File: src/rtl/doc_macros.svh
// Wavetable generator sizing
// Oscillator slot count and phase accumulator width
`ifndef DOC_MACROS_SVH
`define DOC_MACROS_SVH

// Number of oscillator slots
`define DOC_OSC_COUNT 8

// Phase accumulator width, top byte indexes the 256-byte table
`define DOC_ACC_WIDTH 24

`endif

File: src/rtl/doc_pkg.sv
// Wavetable generator types
// Sequencer states, control modes and the structs passed between blocks
`include "doc_macros.svh"

package doc_pkg;

    typedef enum logic [2:0] {
        IDLE,
        ACCUM,
        FETCH,
        SCALE,
        NEXT
    } osc_state_e;

    // Reserved codes behave as free run
    typedef enum logic [1:0] {
        FREE_RUN   = 2'b00,
        ONE_SHOT   = 2'b01,
        MODE_RSVD2 = 2'b10,
        MODE_RSVD3 = 2'b11
    } osc_mode_e;

    // Per-oscillator parameters from the regfile
    typedef struct packed {
        logic [15:0] frequency;
        logic [7:0]  volume;
        logic [7:0]  table_ptr;
        logic        halt;
        osc_mode_e   mode;
        logic        irq_en;
        logic        channel;
    } osc_params_t;

    // Slot result reported back to the regfile
    typedef struct packed {
        logic       valid;
        logic [4:0] osc_idx;
        logic       set_halt;
        logic       irq;
        logic [7:0] last_sample;
    } osc_update_t;

    // One scaled voice for the mixer
    typedef struct packed {
        logic               valid;
        logic               frame_last;
        logic               channel;
        logic signed [15:0] sample;
    } voice_t;

    // Live sequencer state for the debug snapshot
    typedef struct packed {
        logic [4:0]                osc;
        osc_state_e                state;
        logic [7:0]                volume;
        logic [7:0]                wds;
        logic signed [15:0]        out;
        logic [`DOC_ACC_WIDTH-1:0] acc;
    } debug_t;

endpackage

File: src/rtl/doc_regfile.sv
// Oscillator register file on the CPU byte bus
// Holds per-oscillator parameters, the interrupt queue and the read mux
`include "doc_macros.svh"

module doc_regfile
    import doc_pkg::*;
(
    input  logic        clk_i,
    input  logic        arst_n_i,
    input  logic        cs_n_i,
    input  logic        we_n_i,
    input  logic [7:0]  addr_i,
    input  logic [7:0]  data_i,
    output logic [7:0]  data_o,
    input  logic [4:0]  osc_sel_i,
    output osc_params_t params_o,
    output logic [4:0]  osc_last_o,
    input  osc_update_t update_i,
    output logic        irq_n_o
);
    localparam int IDX_W = $clog2(`DOC_OSC_COUNT);

    logic [7:0] freq_lo_q [`DOC_OSC_COUNT];
    logic [7:0] freq_hi_q [`DOC_OSC_COUNT];
    logic [7:0] vol_q [`DOC_OSC_COUNT];
    logic [7:0] last_q [`DOC_OSC_COUNT];
    logic [7:0] ptr_q [`DOC_OSC_COUNT];
    logic [4:0] ctrl_q [`DOC_OSC_COUNT];
    logic [4:0] osc_last_q;

    // Pending interrupt queue, one entry per oscillator is enough
    logic [4:0]       irq_fifo_q [`DOC_OSC_COUNT];
    logic [IDX_W-1:0] irq_wr_q;
    logic [IDX_W-1:0] irq_rd_q;
    logic [IDX_W:0]   irq_cnt_q;

    logic             bus_wr;
    logic             bus_rd;
    logic             bus_in_range;
    logic [IDX_W-1:0] bus_idx;
    logic [IDX_W-1:0] sel_idx;
    logic [IDX_W-1:0] upd_idx;
    logic             irq_empty;
    logic             irq_push;
    logic             irq_pop;
    logic [7:0]       rd_data;

    assign bus_wr       = !cs_n_i && !we_n_i;
    assign bus_rd       = !cs_n_i && we_n_i;
    assign bus_in_range = addr_i[4:0] < `DOC_OSC_COUNT;
    assign bus_idx      = addr_i[IDX_W-1:0];
    assign sel_idx      = osc_sel_i[IDX_W-1:0];
    assign upd_idx      = update_i.osc_idx[IDX_W-1:0];

    assign irq_empty = irq_cnt_q == '0;
    assign irq_push  = update_i.valid && update_i.irq && irq_cnt_q != `DOC_OSC_COUNT;
    assign irq_pop   = bus_rd && addr_i == 8'hE0 && !irq_empty;
    assign irq_n_o   = irq_empty;

    // Count above the number of slots is clamped
    assign osc_last_o = (osc_last_q > 5'(`DOC_OSC_COUNT - 1)) ?
                        5'(`DOC_OSC_COUNT - 1) : osc_last_q;

    // Combinational parameter read for the sequencer
    always_comb begin
        params_o = '0;
        if (osc_sel_i < `DOC_OSC_COUNT) begin
            params_o.frequency = {freq_hi_q[sel_idx], freq_lo_q[sel_idx]};
            params_o.volume    = vol_q[sel_idx];
            params_o.table_ptr = ptr_q[sel_idx];
            params_o.halt      = ctrl_q[sel_idx][0];
            params_o.mode      = osc_mode_e'(ctrl_q[sel_idx][2:1]);
            params_o.irq_en    = ctrl_q[sel_idx][3];
            params_o.channel   = ctrl_q[sel_idx][4];
        end
    end

    always_ff @(posedge clk_i or negedge arst_n_i) begin
        if (!arst_n_i) begin
            for (int i = 0; i < `DOC_OSC_COUNT; i++) begin
                freq_lo_q[i] <= '0;
                freq_hi_q[i] <= '0;
                vol_q[i]     <= '0;
                last_q[i]    <= '0;
                ptr_q[i]     <= '0;
                ctrl_q[i]    <= '0;
            end
            osc_last_q <= '0;
        end else begin
            if (bus_wr && bus_in_range) begin
                case (addr_i[7:5])
                    3'd0: freq_lo_q[bus_idx] <= data_i;
                    3'd1: freq_hi_q[bus_idx] <= data_i;
                    3'd2: vol_q[bus_idx]     <= data_i;
                    3'd4: ptr_q[bus_idx]     <= data_i;
                    3'd5: ctrl_q[bus_idx]    <= data_i[4:0];
                    default: ;
                endcase
            end
            if (bus_wr && addr_i == 8'hE1) begin
                osc_last_q <= data_i[4:0];
            end
            // Sequencer result lands after the bus write, so its halt wins
            if (update_i.valid) begin
                last_q[upd_idx] <= update_i.last_sample;
                if (update_i.set_halt) begin
                    ctrl_q[upd_idx][0] <= 1'b1;
                end
            end
        end
    end

    always_ff @(posedge clk_i or negedge arst_n_i) begin
        if (!arst_n_i) begin
            irq_wr_q  <= '0;
            irq_rd_q  <= '0;
            irq_cnt_q <= '0;
            for (int i = 0; i < `DOC_OSC_COUNT; i++) begin
                irq_fifo_q[i] <= '0;
            end
        end else begin
            if (irq_push) begin
                irq_fifo_q[irq_wr_q] <= update_i.osc_idx;
                irq_wr_q             <= irq_wr_q + 1'b1;
            end
            if (irq_pop) begin
                irq_rd_q <= irq_rd_q + 1'b1;
            end
            case ({irq_push, irq_pop})
                2'b10:   irq_cnt_q <= irq_cnt_q + 1'b1;
                2'b01:   irq_cnt_q <= irq_cnt_q - 1'b1;
                default: ;
            endcase
        end
    end

    // Read mux, bit7 of 0xE0 flags an empty queue
    always_comb begin
        rd_data = '0;
        if (addr_i == 8'hE0) begin
            rd_data = {irq_empty, 2'b00, irq_fifo_q[irq_rd_q]};
        end else if (addr_i == 8'hE1) begin
            rd_data = {3'b000, osc_last_q};
        end else if (bus_in_range) begin
            case (addr_i[7:5])
                3'd0:    rd_data = freq_lo_q[bus_idx];
                3'd1:    rd_data = freq_hi_q[bus_idx];
                3'd2:    rd_data = vol_q[bus_idx];
                3'd3:    rd_data = last_q[bus_idx];
                3'd4:    rd_data = ptr_q[bus_idx];
                3'd5:    rd_data = {3'b000, ctrl_q[bus_idx]};
                default: rd_data = '0;
            endcase
        end
    end

    always_ff @(posedge clk_i or negedge arst_n_i) begin
        if (!arst_n_i) begin
            data_o <= '0;
        end else if (bus_rd) begin
            data_o <= rd_data;
        end
    end

endmodule

File: src/rtl/doc_osc_sequencer.sv
// Round-robin oscillator engine
// Advances each phase accumulator, fetches a wave byte and scales it by volume
`include "doc_macros.svh"

module doc_osc_sequencer
    import doc_pkg::*;
(
    input  logic        clk_i,
    input  logic        arst_n_i,
    input  logic        clk_en_i,
    output logic [4:0]  osc_sel_o,
    input  osc_params_t params_i,
    input  logic [4:0]  osc_last_i,
    output osc_update_t update_o,
    output logic [15:0] wave_address_o,
    output logic        wave_rd_o,
    input  logic        wave_data_ready_i,
    input  logic [7:0]  wave_data_i,
    output voice_t      voice_o,
    output debug_t      debug_o
);
    localparam int IDX_W = $clog2(`DOC_OSC_COUNT);
    localparam int ACC_W = `DOC_ACC_WIDTH;

    osc_state_e         state_q;
    logic [4:0]         cur_q;
    logic [4:0]         nxt_osc;
    logic [IDX_W-1:0]   cur_idx;
    logic [ACC_W-1:0]   acc_q [`DOC_OSC_COUNT];
    logic [ACC_W:0]     acc_sum;
    logic [7:0]         vol_q;
    logic [7:0]         wds_q;
    logic               skip_q;
    logic               wrap_q;
    logic signed [15:0] out_q;
    logic signed [8:0]  centered;
    logic signed [17:0] product;
    logic               end_of_table;
    logic signed [15:0] scaled;
    logic               frame_last;

    assign cur_idx    = cur_q[IDX_W-1:0];
    assign frame_last = cur_q >= osc_last_i;
    assign nxt_osc    = frame_last ? 5'd0 : cur_q + 5'd1;

    // In NEXT the regfile is already looking at the upcoming oscillator
    assign osc_sel_o = (state_q == NEXT) ? nxt_osc : cur_q;

    assign acc_sum = {1'b0, acc_q[cur_idx]} + (ACC_W + 1)'(params_i.frequency);

    // Wave byte is offset binary around 128
    assign centered = $signed({1'b0, wds_q}) - 9'sd128;
    assign product  = centered * $signed({1'b0, vol_q});

    // Byte 0 or a one-shot wrap ends the table
    assign end_of_table = !skip_q && (wds_q == 8'h00 || wrap_q);
    assign scaled       = (skip_q || end_of_table) ? 16'sd0 : product[15:0];

    always_comb begin
        voice_o            = '0;
        voice_o.valid      = state_q == SCALE && clk_en_i;
        voice_o.frame_last = frame_last;
        voice_o.channel    = params_i.channel;
        voice_o.sample     = scaled;
    end

    // Halted slots leave the last sample register alone
    always_comb begin
        update_o             = '0;
        update_o.valid       = state_q == SCALE && clk_en_i && !skip_q;
        update_o.osc_idx     = cur_q;
        update_o.set_halt    = end_of_table;
        update_o.irq         = end_of_table && params_i.irq_en;
        update_o.last_sample = wds_q;
    end

    always_comb begin
        debug_o        = '0;
        debug_o.osc    = cur_q;
        debug_o.state  = state_q;
        debug_o.volume = vol_q;
        debug_o.wds    = wds_q;
        debug_o.out    = out_q;
        debug_o.acc    = acc_q[cur_idx];
    end

    always_ff @(posedge clk_i or negedge arst_n_i) begin
        if (!arst_n_i) begin
            state_q        <= IDLE;
            cur_q          <= '0;
            vol_q          <= '0;
            wds_q          <= '0;
            skip_q         <= 1'b0;
            wrap_q         <= 1'b0;
            out_q          <= '0;
            wave_rd_o      <= 1'b0;
            wave_address_o <= '0;
            for (int i = 0; i < `DOC_OSC_COUNT; i++) begin
                acc_q[i] <= '0;
            end
        end else if (clk_en_i) begin
            case (state_q)
                // Dispatch a slot, halted ones go straight to SCALE
                IDLE, NEXT: begin
                    cur_q   <= osc_sel_o;
                    vol_q   <= params_i.volume;
                    skip_q  <= params_i.halt;
                    wrap_q  <= 1'b0;
                    state_q <= params_i.halt ? SCALE : ACCUM;
                end
                ACCUM: begin
                    acc_q[cur_idx] <= acc_sum[ACC_W-1:0];
                    wrap_q         <= acc_sum[ACC_W] && params_i.mode == ONE_SHOT;
                    // Table page in the high byte, phase top byte in the low byte
                    wave_address_o <= {params_i.table_ptr, acc_sum[ACC_W-1 -: 8]};
                    wave_rd_o      <= 1'b1;
                    state_q        <= FETCH;
                end
                FETCH: begin
                    // Hold strobe and address until memory answers
                    if (wave_data_ready_i) begin
                        wds_q     <= wave_data_i;
                        wave_rd_o <= 1'b0;
                        state_q   <= SCALE;
                    end
                end
                SCALE: begin
                    out_q   <= scaled;
                    state_q <= NEXT;
                end
                default: state_q <= IDLE;
            endcase
        end
    end

endmodule

File: src/rtl/doc_mixer.sv
// Voice mixer
// Sums one frame of voices and saturates to mono, left and right outputs
`include "doc_macros.svh"

module doc_mixer
    import doc_pkg::*;
(
    input  logic               clk_i,
    input  logic               arst_n_i,
    input  voice_t             voice_i,
    output logic signed [15:0] mono_mix_o,
    output logic signed [15:0] left_mix_o,
    output logic signed [15:0] right_mix_o,
    output logic               frame_o
);
    // Headroom for a full frame of full-scale voices
    localparam int SUM_W = 17 + $clog2(`DOC_OSC_COUNT);

    logic signed [SUM_W-1:0] mono_q;
    logic signed [SUM_W-1:0] left_q;
    logic signed [SUM_W-1:0] right_q;
    logic signed [SUM_W-1:0] voice_ext;
    logic signed [SUM_W-1:0] mono_sum;
    logic signed [SUM_W-1:0] left_sum;
    logic signed [SUM_W-1:0] right_sum;

    function automatic logic signed [15:0] sat16(input logic signed [SUM_W-1:0] v);
        if (v > SUM_W'(32767)) begin
            return 16'sh7FFF;
        end else if (v < -SUM_W'(32768)) begin
            return 16'sh8000;
        end
        return v[15:0];
    endfunction

    assign voice_ext = {{(SUM_W - 16){voice_i.sample[15]}}, voice_i.sample};

    // Channel 0 feeds left, channel 1 feeds right, mono takes all
    always_comb begin
        mono_sum  = mono_q + voice_ext;
        left_sum  = left_q;
        right_sum = right_q;
        if (voice_i.channel) begin
            right_sum = right_q + voice_ext;
        end else begin
            left_sum = left_q + voice_ext;
        end
    end

    always_ff @(posedge clk_i or negedge arst_n_i) begin
        if (!arst_n_i) begin
            mono_q      <= '0;
            left_q      <= '0;
            right_q     <= '0;
            mono_mix_o  <= '0;
            left_mix_o  <= '0;
            right_mix_o <= '0;
            frame_o     <= 1'b0;
        end else begin
            frame_o <= 1'b0;
            if (voice_i.valid) begin
                if (voice_i.frame_last) begin
                    // Publish the frame and start the next one from zero
                    mono_mix_o  <= sat16(mono_sum);
                    left_mix_o  <= sat16(left_sum);
                    right_mix_o <= sat16(right_sum);
                    frame_o     <= 1'b1;
                    mono_q      <= '0;
                    left_q      <= '0;
                    right_q     <= '0;
                end else begin
                    mono_q  <= mono_sum;
                    left_q  <= left_sum;
                    right_q <= right_sum;
                end
            end
        end
    end

endmodule

File: src/rtl/doc_synth_harness.sv
// Wavetable generator top level
// Connects regfile, sequencer and mixer and registers a debug snapshot
module doc_synth_harness
    import doc_pkg::*;
(
    input  logic               clk_i,
    input  logic               arst_n_i,
    input  logic               clk_en_i,
    input  logic               cs_n_i,
    input  logic               we_n_i,
    input  logic [7:0]         addr_i,
    input  logic [7:0]         data_i,
    output logic [7:0]         data_o,
    output logic [15:0]        wave_address_o,
    output logic               wave_rd_o,
    input  logic               wave_data_ready_i,
    input  logic [7:0]         wave_data_i,
    output logic               irq_n_o,
    output logic signed [15:0] mono_mix_o,
    output logic signed [15:0] left_mix_o,
    output logic signed [15:0] right_mix_o,
    output logic               dbg_frame_o,
    output logic [4:0]         dbg_osc_o,
    output osc_state_e         dbg_state_o,
    output logic [7:0]         dbg_vol_o,
    output logic [7:0]         dbg_wds_o,
    output logic signed [15:0] dbg_output_o
);
    logic [4:0]  osc_sel;
    logic [4:0]  osc_last;
    osc_params_t params;
    osc_update_t update;
    voice_t      voice;
    debug_t      debug;
    debug_t      debug_q;

    doc_regfile regfile_i (
        .clk_i     (clk_i),
        .arst_n_i  (arst_n_i),
        .cs_n_i    (cs_n_i),
        .we_n_i    (we_n_i),
        .addr_i    (addr_i),
        .data_i    (data_i),
        .data_o    (data_o),
        .osc_sel_i (osc_sel),
        .params_o  (params),
        .osc_last_o(osc_last),
        .update_i  (update),
        .irq_n_o   (irq_n_o)
    );

    doc_osc_sequencer sequencer_i (
        .clk_i            (clk_i),
        .arst_n_i         (arst_n_i),
        .clk_en_i         (clk_en_i),
        .osc_sel_o        (osc_sel),
        .params_i         (params),
        .osc_last_i       (osc_last),
        .update_o         (update),
        .wave_address_o   (wave_address_o),
        .wave_rd_o        (wave_rd_o),
        .wave_data_ready_i(wave_data_ready_i),
        .wave_data_i      (wave_data_i),
        .voice_o          (voice),
        .debug_o          (debug)
    );

    doc_mixer mixer_i (
        .clk_i      (clk_i),
        .arst_n_i   (arst_n_i),
        .voice_i    (voice),
        .mono_mix_o (mono_mix_o),
        .left_mix_o (left_mix_o),
        .right_mix_o(right_mix_o),
        .frame_o    (dbg_frame_o)
    );

    // Snapshot of the slot being served, one cycle behind the core
    always_ff @(posedge clk_i or negedge arst_n_i) begin
        if (!arst_n_i) begin
            debug_q <= '0;
        end else begin
            debug_q <= debug;
        end
    end

    assign dbg_osc_o    = debug_q.osc;
    assign dbg_state_o  = debug_q.state;
    assign dbg_vol_o    = debug_q.volume;
    assign dbg_wds_o    = debug_q.wds;
    assign dbg_output_o = debug_q.out;

endmodule

File: config.mk
export PLATFORM = sky130hd
export DESIGN_NAME = doc_synth_harness
export DESIGN_NICKNAME = d
export VERILOG_FILES = /design/src/rtl/doc_pkg.sv /design/src/rtl/doc_regfile.sv /design/src/rtl/doc_osc_sequencer.sv /design/src/rtl/doc_mixer.sv /design/src/rtl/doc_synth_harness.sv
export VERILOG_INCLUDE_DIRS = /design/src /design/src/rtl
export SDC_FILE = /design/constraint.sdc
export NUM_CORES = 2
export LEC_CHECK = 0
export ABC_CLOCK_PERIOD_IN_PS = 8700
export CELL_PAD_IN_SITES_DETAIL_PLACEMENT = 0
export CELL_PAD_IN_SITES_GLOBAL_PLACEMENT = 1
export CORE_ASPECT_RATIO = 1.4
export CORE_MARGIN = 5
export CORE_UTILIZATION = 29
export CTS_CLUSTER_DIAMETER = 60
export DETAILED_ROUTE_END_ITERATION = 10
export DONT_BUFFER_PORTS = 1
export GPL_TIMING_DRIVEN = 0
export PLACE_DENSITY_LB_ADDON = 0.1
export RECOVER_POWER = 100
export SYNTH_ARGS = -nofsm -noshare
export SYNTH_HDL_FRONTEND = slang
export SYNTH_HIERARCHICAL = 1
export SYNTH_SLANG_ARGS = --single-unit
File: constraint.sdc
create_clock -name clk_i -period 8.7 [get_ports clk_i]
set_clock_uncertainty 0.05 [all_clocks]
set_input_delay 1.305 -clock clk_i [delete_from_list [all_inputs] [get_ports clk_i]]
set_output_delay 1.305 -clock clk_i [all_outputs]
set_load 0.02 [all_outputs]
==> qor.txt <==
CP max FO = 10
Final Slew Violations = 814
I/O Pins = 145
Crit path DAT = 8.84 ns
DRT met1 WL = 73.7 mm
CTS tree = built
Global-route wire length before repair = 259 mm
Period utilisation layout = 94.5%
Pwr Total = 13.0 mW
Hold Buf Count CTS = 0
Drt pass-1 iters = 6
H-Tree Depth = 3
Startpoint types = flop
Chip width = 344 um
GRT overflow = 0
Clk slew on worst S/H paths = 0.06 ns
Total number of yosys warnings = 6
DR vias/cell = 5.31
Via count = 33,000
Rows = 171
Syn avg cell area = 11.4 um^2
Tightest Hold Check Type = in -> async
Status = finished with violations
Iter 0 DRT Violations = 2,061
Global-route usage over all layers = 21.6%
Clock sink count = 823
Total length of routed wires = 179 mm
Root Driver = clkbuf_16
Max-slew headroom = -271%
WL per Instance = 28.9 um
RSZ-0062 raised after global routing = false
Post-route setup slack = 0.478 ns
Post-route ant nets = 0
# DRC = 0
Leakage = 22.9 nW
Layout cells sized above 1 = 21.6%
Synthesized area = 0.0452 mm^2
Failing checks = max-capacitance violations, max-slew violations
R2R depth = 23
FF-to-FF End = sequencer_i/wrap_q
Final hold violations = 0
Later-pin clock latency in the skew report = 0.74 ns
Number of global-route vias before repair = 34,500
Pwr Density = 255 mW/mm^2
Hpwl dp = 128 mm
Highest routed layer = met4
Core Footprint = 0.155 mm^2
Clock Tree Buf Depth = 3
Initial Util = 29.2%
Req. time, crit path = 9.31 ns
Met2 WL = 89.8 mm
Die Y = 477 um
Synth Instances = 3,950
Fin nets = 4,263
DIE AREA = 0.164 mm^2
Element type at the critical path end = flop
WS Path Type = reg -> reg
Worst r2r src = sequencer_i/cur_q[0]
Largest net degree at the start of global routing = 824
Finished Layout Cells = 6,212
Post-route minimum period = 8.22 ns
Setup violators final = 0
Area Overhead vs Synth = 13.2%
TritonCTS Buffers = 104
Worst R2R Setup Slack = 0.48 ns
Number of port buffers = 0
Met3 WL post-DR = 7.66 mm
Worst vdd ir = 0.156 mV
Measured slew at the worst slew-check pin = 5.56 ns
Antenna violations before repair = 4
Pre-CTS WS = -1.00 ns
Achievable Freq = 122 MHz
Max Cap Viol = 13
Placed Instances = 6,029
Global placer's final weighted congestion = 0.871
-- sequential cells by signal, summed over array words and instances (netlist names), 8 cells and up --
register and count:
sequencer_i/out_q 16, dbg_vol_o 8, mixer_i/mono_q 20, mixer_i/mono_mix_o 16, mixer_i/left_mix_o 16, dbg_output_o 16, mixer_i/left_q 20, dbg_wds_o 8
regfile_i/irq_fifo_q 40, sequencer_i/acc_q 192, sequencer_i/wave_address_o 16, regfile_i/last_q 64, sequencer_i/vol_q 8, regfile_i/vol_q 64, mixer_i/right_mix_o 16, regfile_i/ctrl_q 40
regfile_i/freq_hi_q 64, mixer_i/right_q 20, sequencer_i/wds_q 8, regfile_i/freq_lo_q 64, regfile_i/ptr_q 64, regfile_i/data_o 8
-- per-stage QoR --
| stage | util, % | hold WS (ns) | TNS (ns) | instance area, um^2 |
|---|---|---|---|---|
| 6_report | 33.0 | 0.241 | 0 | 51100 |
| 5_1_grt | 33.0 | 0.200 | 0 | 51100 |
| 3_3_place_gp | 30.8 | 0.311 | -36.67 | 47800 |
| 4_1_cts | 33.1 | 0.279 | 0 | 51300 |
| 3_5_place_dp | 30.9 | 0.314 | -34.64 | 47800 |
| 2_1_floorplan | - | 0.300 | 0 | 45200 |
-- critical path: stages, from the launching register on --
cell and delay [ns]:
dfrtp_1 0.53, buf_6 0.24, inv_1 0.39, ha_1 0.32, nand2b_1 0.13, a21o_1 0.18
a21o_1 0.18, a21o_1 0.17, a21oi_1 0.39, nand2_1 0.13, o21ai_0 0.37, clkbuf_2 0.45
buf_2 0.59, mux4_2 0.57, mux2i_1 0.50, nor2_1 0.15, ha_1 0.41, o21a_1 0.13
o31a_1 0.30, o21ai_0 0.30, a21oi_1 0.40, o21ai_0 0.30, nor4_2 0.77, a21o_1 0.14
-- what timing repair did --
item	4_1_cts	5_1_grt
buffers inserted	1	2
resized for setup	13	34
pin swaps	1	0
setup endpoints to repair	99	127
-- worst max-delay path by stage --
| stage | startpoint | to | cells past startpoint | slack [ns] |
|---|---|---|---|---|
| floorplan | sequencer_i/wds_q[7] | mixer_i/right_mix_o[10] | 30 | 1.34 |
| global placement | sequencer_i/wds_q[7] | mixer_i/right_mix_o[5] | 30 | -1.06 |
| detailed placement | sequencer_i/wds_q[7] | mixer_i/right_mix_o[5] | 30 | -1.00 |
| CTS | sequencer_i/cur_q[0] | sequencer_i/acc_q[160] | 23 | 0.02 |
| global route | sequencer_i/vol_q[3] | mixer_i/right_mix_o[9] | 30 | 0.0009 |
| finish | sequencer_i/cur_q[0] | sequencer_i/wrap_q | 23 | 0.48 |
-- cell usage in the layout, fill, tap and decap left out, drive strengths merged, types with 18 or more instances in the layout --
cell	n
a31oi	19
fa	56
clkbuf	321
a22o	25
a221o	19
o2bb2ai	56
o21bai	20
inv	140
xnor2	49
o22ai	19
nor3	48
nand2b	33
and3	18
clkinv	19
a221oi	25
nand2	388
a211oi	26
nand3	40
ha	116
mux2i	115
mux2	479
a22oi	81
mux4	119
a21o	26
nor2	209
nor2b	26
a21oi	136
o21ai	282
nand4	20
and2	61
dfrtp	823
xor2	31
buf	79
-- cell type report --
cell class	instances	area (um^2)
buffer	253	1190
timing repair buffer	9	68.8
multi-input combinational	2738	22700
clock inverter	39	470
clock buffer	140	2940
tap	2076	2600
antenna	2	5.00
fill	15900	104000
inverter	132	495
sequential	823	20600
-- per-layer routing --
| layer | up-vias | global-route usage (%) |
|---|---|---|
| li1 | 14600 | - |
| met1 | 17300 | 26.8 |
| met2 | 792 | 37.5 |
| met3 | 299 | 3.02 |
| met4 | 0 | 8.71 |
| met5 | - | 0 |
-- where the power goes --
part	internal, mW	switching [mW]	leakage [nW]
Combinational	1.25	2.45	10.0
Clock	2.58	1.85	1.67
Sequential	4.26	0.662	11.3
Total	8.09	4.96	22.9
Note: power is estimated with default switching activity, not from simulation.
